File: config.mk
export PLATFORM = sky130hd
export DESIGN_NAME = alloc_decode
export DESIGN_NICKNAME = d
export VERILOG_FILES = /design/src/rtl/alloc_pkg.sv /design/src/rtl/alloc_decode.sv
export SDC_FILE = /design/constraint.sdc
export NUM_CORES = 1
export LEC_CHECK = 0
export ABC_AREA = 1
export BUFFER_PORTS_ARGS = -buffer_cell sky130_fd_sc_hd__buf_4
export CAP_MARGIN = 20
export CORE_MARGIN = 5
export CORE_UTILIZATION = 42
export CTS_BUF_LIST = sky130_fd_sc_hd__clkbuf_4 sky130_fd_sc_hd__clkbuf_8
export DETAILED_ROUTE_END_ITERATION = 16
export PLACE_DENSITY = 0.79
export SYNTH_ARGS = -nofsm -noshare
export SYNTH_HDL_FRONTEND = slang
export SYNTH_SLANG_ARGS = --single-unit
File: constraint.sdc
create_clock -name clk -period 0.8 [get_ports clk]
set_input_delay 0.08 -clock clk [delete_from_list [all_inputs] [get_ports clk]]
set_output_delay 0.08 -clock clk [all_outputs]
set_load 0.05 [all_outputs]
File: src/rtl/alloc_pkg.sv
// workgroup allocator shared types
package alloc_pkg;

  // vgpr and lds spans, sizes carry one extra bit for a full bank
  localparam int VGPR_W = 8;
  localparam int LDS_W = 8;

  // free wavefront slots per cu
  localparam int WF_W = 4;

  // free workgroup slots per cu
  localparam int SLOT_W = 3;

  localparam int WG_ID_W = 8;

  // cu id field on the update and result structs, low bits used
  localparam int CU_FIELD_W = 8;

  typedef struct packed {
    logic [VGPR_W:0]   size;
    logic [VGPR_W-1:0] start;
  } vgpr_span_t;

  typedef struct packed {
    logic [LDS_W:0]   size;
    logic [LDS_W-1:0] start;
  } lds_span_t;

  // what one workgroup needs
  typedef struct packed {
    logic [WG_ID_W-1:0] wg_id;
    logic [WF_W-1:0]    num_wf;
    logic [VGPR_W:0]    vgpr_size;
    logic [LDS_W:0]     lds_size;
  } alloc_req_t;

  // one cu entry rewrite from the resource tracker
  typedef struct packed {
    logic [CU_FIELD_W-1:0] cu_id;
    vgpr_span_t            vgpr;
    lds_span_t             lds;
    logic [WF_W-1:0]       wf_count;
    logic [SLOT_W-1:0]     slot_count;
  } cu_update_t;

  typedef struct packed {
    logic [WG_ID_W-1:0]    wg_id;
    logic [CU_FIELD_W-1:0] cu_id;
    logic [VGPR_W-1:0]     vgpr_start;
    logic [LDS_W-1:0]      lds_start;
  } alloc_result_t;

endpackage

File: src/rtl/alloc_decode.sv
// allocation request capture stage
`timescale 1ns/1ps

module alloc_decode
  import alloc_pkg::*;
#(
  parameter int NUM_CU = 4
) (
  input  logic              clk,
  input  logic              rst_n,
  input  logic              start_i,
  input  alloc_req_t        req_i,
  input  logic [NUM_CU-1:0] cu_busy_i,
  input  logic              hold_i,
  output logic              dec_valid_o,
  output alloc_req_t        dec_req_o,
  output logic [NUM_CU-1:0] dec_busy_o
);

  // stage valid
  always_ff @(posedge clk or negedge rst_n) begin
    if (!rst_n) begin
      dec_valid_o <= 1'b0;
    end else if (!hold_i) begin
      dec_valid_o <= start_i;
    end
  end

  // request and busy snapshot, frozen behind a held result
  always_ff @(posedge clk) begin
    if (!hold_i) begin
      dec_req_o  <= req_i;
      dec_busy_o <= cu_busy_i;
    end
  end

  // dispatcher must not start while a found result waits for ack
  a_no_start_in_hold: assert property (
    @(posedge clk) disable iff (!rst_n)
    !(start_i && hold_i)
  ) else $error("start_i raised while allocator holds a result");

endmodule

# ---- Yosys cells after proc, flatten, opt, wreduce, memory -nomap -nowiden
# Cells that the tools add are included.
dict set report totals {
  ff_bits 35
  latchBits 0
  ram_bits 0
  mem_bits_ro 0
  in_bits 38
  word_cells 6
  n_memories 0
}
dict set report op_classes {
  add_sub_neg 0
  n_mul 0
  div_mod_pow 0
  n_lt_le_gt_ge 0
  eq_ne 0
  shifts 0
  mux 0
  n_bitwise 0
  n_reduce_logical 0
}

# ---- Longest topological paths before layout
dict set report logic_depth {
  ltp_word 0
  ltp_mapped 3
}

# ---- Least setup slack after synthesis
# No wires, ideal clock.
dict set report synth_timing {
  path_type {register -> register}
  start {register dec_valid_o (netlist name)}
  end {register dec_valid_o}
  setup_ps 65
  t_arrival_ps 793
  required_ps 735
  path_slack_ps -58
  stages_incl_launch_ff 3
  n_path_buf 0
  synth_period_minus_slack_ps 858
  cell_sequence {dfrtp_1 -> nand2_1 -> nand2_2}
}
# element line
set synth_lines {}
lappend synth_lines {{end signal: assignment} alloc_decode.sv:25} ;# dec_valid_o <= start_i;
lappend synth_lines {{end: declaration} alloc_decode.sv:15} ;# output logic dec_valid_o,

# ---- Worst setup path after layout
dict set report layout_timing {
  start {register dec_req_o[21] in the netlist's numbering}
  end {output port dec_req_o[21] in the netlist's numbering}
}
# element line
set layout_lines {}
lappend layout_lines {{start: declaration} alloc_decode.sv:16} ;# output alloc_req_t dec_req_o,
lappend layout_lines {{start signal: assignment} alloc_decode.sv:32} ;# dec_req_o <= req_i;
# No word-level cell between the ends.

==> summary.md <==
* sky130_fd_sc_hd__edfxtp_1 — cell with the largest stage delay on the worst path
* 5 — post-synth cell types
* 60.4 µm — Die X
* 20.7 µm — routed length per placed instance
* -0.233 ns — final worst slack
* 27.3 µm² — per-instance average area after synthesis
* dec_valid_o — end of the worst register-to-register path
* dec_req_o[21] — crit path from
* 0 — compound-gate portion of the synthesized area
* 0 — remaining antenna violation count
* 0 — residual overflow from global routing
* 18 — number of placement rows
* 0.910 — Finished Core Util
* 0.72 ns — Req. time, crit path
* 1960 mW/mm² — power density over the cells
* 0 — xor-xnor portion of the synthesized cell area
* 29 — iteration-0 DRC count of the detailed router
* 35 — number of setup violations in the final report
* 0 — number of max-cap violations
* 73 — number of I/O pins
* 0 — number of pins with negative max-slew slack in the final report
* 39 — cell count after synthesis
* 5830 µm — first-pass GRT wire length
* 2 — clk buf depth
* 0.981 — sequential share of the synthesized area
* 0.274 — combinational cell fraction of total power
* dec_valid_o — RR Startpoint
* 1.98 mV — Max IR drop VDD
* dec_req_o[21] — Worst Setup EP
* 0 — share of cell area taken by muxes after synthesis
* 0 — Hold Vio Cnt, Final
* 1 — crit path max fanout
* 0.622 — RePlAce Congestion
* 35 — number of synthesized register bits
* 72 — number of port buffers
* 110% — P&R area growth vs syn
* sky130_fd_sc_hd__clkbuf_4 — Root Buffer Master
* 1.03 ns — Tmin final
* 0.948 nW — leakage component of the power
* 4 — router iterations before antenna repair
* 1.29 — final clock period utilization by the worst path
* 20 — largest net degree at the start of global routing
* 0 — synthesis warning total
* 0.0153 — fraction of the mapped netlist area in simple logic gates
* 1 — Critical Path Stages
* yes — setup repair after global routing missed its margin
* 0.43 ns — largest incremental delay on the critical path
* 0.306 — sw frac
* 0 — Synth Area in Adders
* 3850 µm — total routed wirelength
* 0.921 — Relative slew margins
* output pin — Setup crit end kind
* 0 — number of antenna violations at the first check in global routing
* 4.65 — via density per instance
* 0.34 ns — source-to-sink clock delay at the later pin of the worst-skew pair
* 0.00245 mm² — CORE AREA
* 77 — nets in the synthesized netlist
* in -> async — path type of the worst min-delay path
* 0.0640 ns — setup slack after placement
* 0.434 — Starting Density
* 0.13 ns — reg2reg setup slack
* buf_6 — ordered cell list for the critical path
* 0.119 ns — transition time at the pin with the least slew margin
* 1820 µm — post-detailed-placement half-perimeter wirelength
* 186 — final cell count without fillers
* 0 ns — Final Skew
* 143 — cell count after placement
* 0.95 ns — worst endpoint data arrival time
* 1.34 mW — net switching power figure
* simple AND/OR/NAND/NOR gates — main combinational cell family by area after synthesis
* 35 — number of sinks on the clock net
* -6.82 ns — final setup TNS
* 0.211 — share of power burned in the clock network
* 0.538 — share of layout cells above drive strength 1
* 3.04 mW — Power Internal
* 0 — remaining routing DRC violations
* finished with violations — result of the run
* 0.00365 mm² — die footprint
* flip-flop — launching element type of the critical path
* 968 MHz — max frequency
* 0.00107 mm² — total standard cell area after synthesis
* 2 — level count of the clock H-tree
* setup timing — violated checks
* 5 — number of buffers inserted during clock tree synthesis
* 0.515 — proportion of power drawn by flip-flops and latches
* 1 — buffers and inverters on the worst path
* 0.245 — total routing resource utilization after global routing
* 2 — Worst R2R Path Depth
* built — clock tree from TritonCTS
* 974 — via count of the first global-routing pass
* sky130_fd_sc_hd__dlygate4sd3_1 (37), sky130_fd_sc_hd__buf_4 (37), sky130_fd_sc_hd__buf_6 (35), sky130_fd_sc_hd__edfxtp_1 (34), sky130_fd_sc_hd__clkbuf_4 (6) — most frequent cells in the layout
* 0.11 ns — register clock-pin slew on the reported worst setup and hold paths
* 60.4 µm — height of the die
* 864 — total number of vias
* 195 — number of nets in the layout
* flip-flops — cell family contributing the most delay on the critical path
* reg -> out — classification of the worst setup path
* 0 — antenna cell count
## state kept, by name, summed over array words and instances, names as in the netlist
signal,count
dec_valid_o,1
dec_busy_o,4
dec_req_o,30
## worst min path at each step
stage           from     endpoint  cells past startpoint
3_3_place_gp   rst_n  dec_valid_o                      1
5_1_grt        rst_n  dec_valid_o                      2
3_5_place_dp   rst_n  dec_valid_o                      1
6_report       rst_n  dec_valid_o                      2
4_1_cts        rst_n  dec_valid_o                      2
2_1_floorplan  rst_n  dec_valid_o                      0
## cells by family (layout without fill, tap and decap cells)
logic type	after synthesis	in the layout
DFF	35	35
and+or+nand+nor	3	3
buffers and inverters	1	118
## final cells by class
| type | count | area [µm²] |
|---|---|---|
| repair buffers | 111 | 1080 |
| flip-flops and latches | 35 | 1050 |
| fillers | 81 | 220 |
| clock buffers | 6 | 45.0 |
| well taps | 30 | 37.5 |
| multi-input cells | 3 | 16.3 |
| inverters | 1 | 6.26 |
## power groups by stage
| stage | sequential (mW) | combinational (mW) | clock [mW] |
|---|---|---|---|
| after detailed placement | 2.25 | 0.941 | 0 |
| final | 2.25 | 1.20 | 0.923 |
| after floorplan | 2.76 | 0.0319 | 0 |
| after CTS | 2.24 | 1.17 | 0.872 |
| after global placement | 2.25 | 0.930 | 0 |
| after global routing | 2.27 | 1.24 | 1.05 |
## repair_timing
item | in CTS | in global routing
pin swaps | 0 | 0
buffers inserted | 0 | 0
setup endpoints to repair | 35 | 35
hold buffers | 37 | 0
hold endpoints to repair | 36 | 0
resized for setup | 35 | 0
## stage by stage
| stage | power [mW] | instance area, µm² | hold WS (ns) |
|---|---|---|---|
| floorplan | 2.79 | 1070 | -0.216 |
| global placement | 3.18 | 1690 | -0.144 |
| detailed placement | 3.19 | 1690 | -0.141 |
| CTS | 4.28 | 2230 | 0.0443 |
| global route | 4.56 | 2230 | 0.0426 |
| finish | 4.37 | 2230 | 0.0559 |
## routing by layer
metal	up-vias	routed length, µm	track usage
met3	8	504	0.130
met4	0	72	0.0886
li1	385	-	-
met5	-	0	0
met2	74	1860	0.373
met1	397	1410	0.298
## synthesized netlist by cell type, drive strengths merged
master | number | share of area
edfxtp | 34 | 0.96
nand2 | 3 | 0.015
dfrtp | 1 | 0.023
inv | 1 | 0.0035
No activity file was read; power rests on OpenSTA's default activity.
