===== src/rtl/alloc_pkg.sv =====
// workgroup allocator shared types
package alloc_pkg;

  // vgpr and lds spans, sizes carry one extra bit for a full bank
  localparam int VGPR_W = 8;
  localparam int LDS_W = 8;

  // free wavefront slots per cu
  localparam int WF_W = 4;

  // free workgroup slots per cu
  localparam int SLOT_W = 3;

  localparam int WG_ID_W = 8;

  // cu id field on the update and result structs, low bits used
  localparam int CU_FIELD_W = 8;

  typedef struct packed {
    logic [VGPR_W:0]   size;
    logic [VGPR_W-1:0] start;
  } vgpr_span_t;

  typedef struct packed {
    logic [LDS_W:0]   size;
    logic [LDS_W-1:0] start;
  } lds_span_t;

  // what one workgroup needs
  typedef struct packed {
    logic [WG_ID_W-1:0] wg_id;
    logic [WF_W-1:0]    num_wf;
    logic [VGPR_W:0]    vgpr_size;
    logic [LDS_W:0]     lds_size;
  } alloc_req_t;

  // one cu entry rewrite from the resource tracker
  typedef struct packed {
    logic [CU_FIELD_W-1:0] cu_id;
    vgpr_span_t            vgpr;
    lds_span_t             lds;
    logic [WF_W-1:0]       wf_count;
    logic [SLOT_W-1:0]     slot_count;
  } cu_update_t;

  typedef struct packed {
    logic [WG_ID_W-1:0]    wg_id;
    logic [CU_FIELD_W-1:0] cu_id;
    logic [VGPR_W-1:0]     vgpr_start;
    logic [LDS_W-1:0]      lds_start;
  } alloc_result_t;

endpackage


===== src/rtl/res_table.sv =====
// per-cu resource entry table
`timescale 1ns/1ps

module res_table
  import alloc_pkg::*;
#(
  parameter type T_ENTRY = logic,
  parameter int  NUM_CU  = 4
) (
  input  logic                  clk,
  input  logic                  rst_n,
  input  logic                  wr_en_i,
  input  logic [CU_FIELD_W-1:0] wr_cu_i,
  input  T_ENTRY                wr_data_i,
  output T_ENTRY                entries_o [NUM_CU]
);

  T_ENTRY entry_q [NUM_CU];

  // addressed write, one entry per cu
  always_ff @(posedge clk or negedge rst_n) begin
    if (!rst_n) begin
      for (int i = 0; i < NUM_CU; i++) begin
        entry_q[i] <= '0;
      end
    end else if (wr_en_i) begin
      for (int i = 0; i < NUM_CU; i++) begin
        if (wr_cu_i == CU_FIELD_W'(i)) begin
          entry_q[i] <= wr_data_i;
        end
      end
    end
  end

  // all entries visible at once for the fit compare
  always_comb begin
    for (int i = 0; i < NUM_CU; i++) begin
      entries_o[i] = entry_q[i];
    end
  end

  // the tracker only knows cu ids that exist
  a_wr_cu_range: assert property (
    @(posedge clk) disable iff (!rst_n)
    wr_en_i |-> (wr_cu_i < NUM_CU)
  ) else $error("table write to cu %0d beyond NUM_CU", wr_cu_i);

endmodule


===== src/rtl/fit_search.sv =====
// resource fit search stage
`timescale 1ns/1ps

module fit_search
  import alloc_pkg::*;
#(
  parameter int NUM_CU = 4
) (
  input  logic                          clk,
  input  logic                          rst_n,
  input  logic                          hold_i,
  input  logic                          dec_valid_i,
  input  alloc_req_t                    dec_req_i,
  input  logic [NUM_CU-1:0]             dec_busy_i,
  input  logic                          upd_valid_i,
  input  cu_update_t                    upd_i,
  output logic                          fit_valid_o,
  output logic [NUM_CU-1:0]             fit_mask_o,
  output alloc_req_t                    fit_req_o,
  output logic [NUM_CU-1:0][VGPR_W-1:0] vgpr_start_o,
  output logic [NUM_CU-1:0][LDS_W-1:0]  lds_start_o
);

  vgpr_span_t        vgpr_tab [NUM_CU];
  lds_span_t         lds_tab  [NUM_CU];
  logic [WF_W-1:0]   wf_tab   [NUM_CU];
  logic [SLOT_W-1:0] slot_tab [NUM_CU];

  logic [NUM_CU-1:0] cu_init_q;
  logic [NUM_CU-1:0] fit_d;

  res_table #(.T_ENTRY(vgpr_span_t), .NUM_CU(NUM_CU)) u_vgpr_tab (
    .clk       (clk),
    .rst_n     (rst_n),
    .wr_en_i   (upd_valid_i),
    .wr_cu_i   (upd_i.cu_id),
    .wr_data_i (upd_i.vgpr),
    .entries_o (vgpr_tab)
  );

  res_table #(.T_ENTRY(lds_span_t), .NUM_CU(NUM_CU)) u_lds_tab (
    .clk       (clk),
    .rst_n     (rst_n),
    .wr_en_i   (upd_valid_i),
    .wr_cu_i   (upd_i.cu_id),
    .wr_data_i (upd_i.lds),
    .entries_o (lds_tab)
  );

  res_table #(.T_ENTRY(logic [WF_W-1:0]), .NUM_CU(NUM_CU)) u_wf_tab (
    .clk       (clk),
    .rst_n     (rst_n),
    .wr_en_i   (upd_valid_i),
    .wr_cu_i   (upd_i.cu_id),
    .wr_data_i (upd_i.wf_count),
    .entries_o (wf_tab)
  );

  res_table #(.T_ENTRY(logic [SLOT_W-1:0]), .NUM_CU(NUM_CU)) u_slot_tab (
    .clk       (clk),
    .rst_n     (rst_n),
    .wr_en_i   (upd_valid_i),
    .wr_cu_i   (upd_i.cu_id),
    .wr_data_i (upd_i.slot_count),
    .entries_o (slot_tab)
  );

  // cu seen at least once by the update port
  always_ff @(posedge clk or negedge rst_n) begin
    if (!rst_n) begin
      cu_init_q <= '0;
    end else if (upd_valid_i) begin
      for (int i = 0; i < NUM_CU; i++) begin
        if (upd_i.cu_id == CU_FIELD_W'(i)) begin
          cu_init_q[i] <= 1'b1;
        end
      end
    end
  end

  // all four resources must fit, and one free wg slot
  always_comb begin
    for (int i = 0; i < NUM_CU; i++) begin
      fit_d[i] = (vgpr_tab[i].size >= dec_req_i.vgpr_size) &&
                 (lds_tab[i].size >= dec_req_i.lds_size) &&
                 (wf_tab[i] >= dec_req_i.num_wf) &&
                 (slot_tab[i] != '0) &&
                 !dec_busy_i[i];
    end
  end

  always_ff @(posedge clk or negedge rst_n) begin
    if (!rst_n) begin
      fit_valid_o <= 1'b0;
    end else if (!hold_i) begin
      fit_valid_o <= dec_valid_i;
    end
  end

  always_ff @(posedge clk) begin
    if (!hold_i) begin
      fit_mask_o <= fit_d;
      fit_req_o  <= dec_req_i;
      for (int i = 0; i < NUM_CU; i++) begin
        vgpr_start_o[i] <= cu_init_q[i] ? vgpr_tab[i].start : '0;
        lds_start_o[i]  <= cu_init_q[i] ? lds_tab[i].start : '0;
      end
    end
  end

endmodule


===== config.mk =====
export PLATFORM = sky130hd
export DESIGN_NAME = fit_search
export DESIGN_NICKNAME = d
export VERILOG_FILES = /design/src/rtl/alloc_pkg.sv /design/src/rtl/res_table.sv /design/src/rtl/fit_search.sv
export SDC_FILE = /design/constraint.sdc
export NUM_CORES = 1
export LEC_CHECK = 0
export BUFFER_PORTS_ARGS = -buffer_cell sky130_fd_sc_hd__buf_2
export CORE_MARGIN = 4
export CORE_UTILIZATION = 55
export CTS_BUF_LIST = sky130_fd_sc_hd__clkbuf_16
export DETAILED_ROUTE_END_ITERATION = 7
export PLACE_DENSITY = 0.76
export SKIP_CTS_REPAIR_TIMING = 1
export SLEW_MARGIN = 20
export SYNTH_ARGS = -nofsm -noshare
export SYNTH_HDL_FRONTEND = slang
export SYNTH_SLANG_ARGS = --single-unit

===== constraint.sdc =====
create_clock -name clk -period 2.6 [get_ports clk]
set_input_delay 0.13 -clock clk [delete_from_list [all_inputs] [get_ports clk]]
set_output_delay 0.13 -clock clk [all_outputs]
set_load 0.01 [all_outputs]

# --- Word level (Yosys, flattened, before mapping) ---
# Cells that the tools add are included.
word_totals:
  out_inout_bits: 99
  input_bits: 88
  word_cells: 86
  regBits: 267
classes:
  eq_ne: 3
  n_reduce_logical: 29
  order_cmp: 12
op_table:
  columns: ["cell", "n"]
  rows:
  - ["$ge A9 B9 Y1", 8]
  - ["$eq A8 B2 Y1 const B", 2]
  - ["$ge A4 B4 Y1", 4]
  - ["$logic_and A1 B1 Y1", 16]
  - ["$reduce_bool A3 Y1", 4]
  - ["$eq A8 B1 Y1 const B", 1]
  - ["$logic_not A8 Y1", 1]
  - ["$reduce_and A2 Y1", 4]
  - ["$logic_not A1 Y1", 4]

# --- Logic depth before layout (Yosys ltp) ---
depth:
  word_depth: 5
  depth_mapped: 7
  depth_no_buf: 7

# --- Cells and area by module ---
# From an unflattened synthesis, not the netlist that was laid out.
unflattened:
  hier_cells: 786
  hier_area_um2: 11838.9
modules_own_cells:
  columns: ["module", "instances", "cells_per_inst", "area_each_um2", "seq_area_each_um2"]
  rows:
  - ["fit_search", 1, 423, 5499.0, 3067.9]
  - ["res_table at u_lds_tab ...", 2, 147, 2597.5, 1701.6]
  - ["res_table at u_wf_tab", 1, 39, 644.4, 400.4]
  - ["res_table at u_slot_tab", 1, 30, 500.5, 300.3]

# --- Worst setup path after synthesis ---
# OpenSTA, ideal clock, no wires.
synth_timing:
  path_kind: "input-to-reg"
  from: "input port hold_i"
  to: "register fit_mask_o[0], enable pin"
  setup_ns: 0.451
  slack_ns: 0.123
  path_stages: 1
  arrival_ns: 2.026
  required_ns: 2.149
  path_buffers: 0
  cell_sequence: "inv_1"
synth_lines:
  columns: ["item", "line", "text"]
  rows:
  - ["start, declared", "fit_search.sv:11", "input logic hold_i,"]
  - ["end signal, assigned", "fit_search.sv:102", "fit_mask_o <= fit_d;"]
  - ["end, declared", "fit_search.sv:18", "output logic [NUM_CU-1:0] fit_mask_o,"]
# No word-level cell between the ends.

# --- Worst setup path after layout ---
layout_timing:
  from: "register u_vgpr_tab.entry_q (netlist bit u_vgpr_tab.entries_o[33])"
  to: "register fit_mask_o[2] (data pin)"
layout_between:
  elab_chain_cells: 5
layout_rtl:
  columns: ["item", "line", "text"]
  rows:
  - ["start, declared", "res_table.sv:18", "T_ENTRY entry_q [NUM_CU];"]
  - ["start signal, assigned by index", "res_table.sv:29", "entry_q[i] <= wr_data_i;"]
  - ["$ge A9 B9 Y1", "fit_search.sv:84", "fit_d[i] = (vgpr_tab[i].size >= dec_req_i.vgpr_size) &&"]
  - ["$logic_and A1 B1 Y1", "fit_search.sv:84", null]
  - ["$logic_and A1 B1 Y1", "fit_search.sv:85", "(lds_tab[i].size >= dec_req_i.lds_size) &&"]
  - ["$logic_and A1 B1 Y1", "fit_search.sv:86", "(wf_tab[i] >= dec_req_i.num_wf) &&"]
  - ["$logic_and A1 B1 Y1", "fit_search.sv:87", "(slot_tab[i] != '0) &&"]
  - ["net fit_d[2]", "fit_search.sv:30", "logic [NUM_CU-1:0] fit_d;"]
# The timed path passes the listed nets, and every way through them passes these cells.
# A chain may end at the register's enable or synchronous reset.

==> flow_metrics.tcl <==
set metrics [dict create \
    r2r_end "fit_mask_o[2]$_DFFE_PN_" \
    wl_met2_um 12560 \
    comb_power_share_pct 8.5 \
    final_hold_viol_count 0 \
    clockRootBuffer "clkbuf_16" \
    via_per_inst 5.314 \
    power_switching_uw 2126 \
    gr-usage-all-layers_pct 20.60 \
    p_int_uw 7257 \
    first_iter_violations 316 \
    worstSkewPairLatency_ns 0.52 \
    drive_above_1_share_pct 38.06 \
    p_clk_share_pct 41.5 \
    tightest_slew_ns 0.6312 \
    path_clk_slew_ns 0.07 \
    worst_clock_skew_ns 0.009007 \
    syn_to_final_growth_pct 24.86 \
    grt_antenna_before_repair 3 \
    io_pins 187 \
    port_buffers 186 \
    grt_pass1_vias 7197 \
    num_rows 53 \
    synth_seq_cells 267 \
    powerDensity_nw_per_um2 640.3 \
    start_kind "flop" \
    setup_viol 0 \
    async_flop_share_pct 63.30 \
    antenna_left 0 \
    rrSetupSlack_ns 0.50 \
    cp.arrival_ns 2.34 \
    end_kind "flop" \
    r2r_cells 5 \
    rsz0062_at_grt "false" \
    finalSetupTns_ns 0 \
    required_ns 2.84 \
    cts_sinks 267 \
    max_freq_ghz 0.4766 \
    vias 7158 \
    htreeDepth 1 \
    cp-startpoint "u_vgpr_tab.entries_o[33]$_DFFE_PN0P_" \
    coreArea_um2 21020 \
    clockBufferDepth 3 \
    die_y_um 154.1 \
    final.min_clock_period_ns 2.098 \
    diodes 0 \
    firstDrtPassIters 4 \
    hold_class "primary input to flop" \
    top_layer "met5" \
    nFillCells 1421 \
    place_hpwl_um 16680 \
    fin_cells 1347 \
    grt_max_degree 72 \
    routedLengthMet1_um 10790 \
    p_leak_uw 0.007272 \
    drc 0 \
    dr_wl_met3_um 1345 \
    synthCells 770 \
    worstPathMaxFanout 3 \
    drv_cap 0 \
    status "finished clean" \
    timing.rr.start "u_vgpr_tab.entries_o[33]$_DFFE_PN0P_" \
    nets 1228 \
    most-common-layout-cells "buf_2 (185), dfrtp_1 (169), mux2_2 (129), edfxtp_1 (98), ha_1 (88)" \
    syn_area_um2 11740 \
    avgSynthCellArea_um2 15.24 \
    synth-seq-area-share_pct 61.12 \
    slew_headroom_pct 56.84 \
    ys_warn_count 0 \
    worstSetupPathType "flop to flop" \
    synth_edf_count 98 \
    ys.flop_type "dfrtp_1" \
    ir_drop_v 0.0006309 \
    mostFrequentLayoutCell "buf_2" \
    routed_wl_um 25190 \
    dieArea_um2 23740 \
    ys_types 42 \
    cp-endpoint "fit_mask_o[2]$_DFFE_PN_" \
    routedWlPerCell_um 18.70 \
    cts_tree "yes" \
    synthesis.nets 946 \
    grt_overflow 0 \
    start_util_pct 55.82 \
    fin_crit_sh_pct 80.69 \
    p_seq_share_pct 50.0 \
    swShare_pct 22.66 \
    cts_inserted_buffers 27 \
    die_w_um 154.1 \
    dp_cells 1222 \
    place_congestion 0.8211 \
    grt_pass1_wl_um 39180 \
    maxSlewViolCount 0 \
]
## how the worst min path moves through the flow
stage	depth (start not counted)	slack, ns	startpoint	to
after global placement	1	0.12	rst_n	u_lds_tab.entries_o[35]$_DFFE_PN0P_
after detailed placement	1	0.12	rst_n	u_lds_tab.entries_o[36]$_DFFE_PN0P_
after floorplan	0	-0.17	rst_n	cu_init_q[0]$_DFFE_PN0P_
final	3	0.14	dec_busy_i[3]	fit_mask_o[3]$_DFFE_PN_
after CTS	1	-0.42	rst_n	u_lds_tab.entries_o[36]$_DFFE_PN0P_
after global routing	3	0.12	dec_busy_i[3]	fit_mask_o[3]$_DFFE_PN_
## stage by stage
step           area, um2  power [uW]  worst slack, ns  hold WS (ns)  utilization (%)
6_report           14650        9383           0.5020        0.1362            69.70
5_1_grt            14650        9774           0.3913        0.1201            69.70
2_1_floorplan      11740        5114           0.1234       -0.1656                -
4_1_cts            13890        9382           0.4814       -0.4216            66.09
3_3_place_gp       12980        5451           0.3652        0.1180            61.76
3_5_place_dp       12980        5483           0.3174        0.1240            61.76
## registers in the layout, summed over array words and instances, names as in the netlist, 12 cells and up
| signal | count |
|---|---|
| u_lds_tab.entries_o | 68 |
| u_vgpr_tab.entries_o | 68 |
| u_slot_tab.entries_o | 12 |
| lds_start_o | 32 |
| fit_req_o | 30 |
| vgpr_start_o | 32 |
| u_wf_tab.entries_o | 16 |
## layout make-up
type	count	area (um2)	area share (%)
flip-flops and latches	267	7172	48.95
multi-input cells	446	4252	29.02
well taps	275	344.1	2.348
clock inverters	19	158.9	1.084
inverters	36	137.6	0.9393
repair buffers	274	1838	12.54
clock buffers	30	750.7	5.123
## critical path, cell delays in order, from the launching register on
cell and delay, ns:
dfrtp_1 0.42, ha_1 0.32, a21oi_1 0.17, o21ai_0 0.18
a2111oi_0 0.63, nor4_1 0.10
## cells in the mapped netlist, types with 3 or more instances
cell type,number,area share (%)
a2111oi_0,3,0.22
a211oi_1,3,0.19
a21o_1,8,0.51
a21oi_1,22,0.94
a221oi_1,4,0.30
and2_1,64,3.4
buf_12,3,0.51
buf_2,8,0.34
buf_6,6,0.58
clkbuf_1,4,0.13
dfrtp_1,169,36
edfxtp_1,98,25
ha_1,88,9.4
inv_1,36,1.2
mux2_1,3,0.29
mux2_2,129,12
mux2_4,30,3.8
nand2_1,13,0.42
nand2b_1,10,0.53
nand3_1,4,0.17
nand4_1,3,0.16
nor2_1,11,0.35
nor3_1,7,0.30
nor3b_1,3,0.19
o21ai_0,18,0.77
## power groups by stage
stage	combinational (uW)	sequential (uW)	clock, uW
finish	802	4690	3890
global route	904	4710	4160
CTS	722	4690	3970
detailed placement	713	4770	0
global placement	690	4760	0
floorplan	335	4780	0
## cell families after synthesis
group / after synthesis / synth area share [%]
compound gates: 68 / 3.636
fa+ha+maj: 88 / 9.383
buf+inv: 57 / 2.708
flops: 267 / 61.12
mux: 162 / 16.50
simple gates: 128 / 6.653
## per-layer routing
metal / GRT usage [%] / vias to the layer above
li1: - / 3365
met4: 4.415 / 6
met1: 27.82 / 3583
met5: 0 / -
met2: 34.67 / 166
met3: 4.531 / 38
Power figures use the tool's default switching activity.
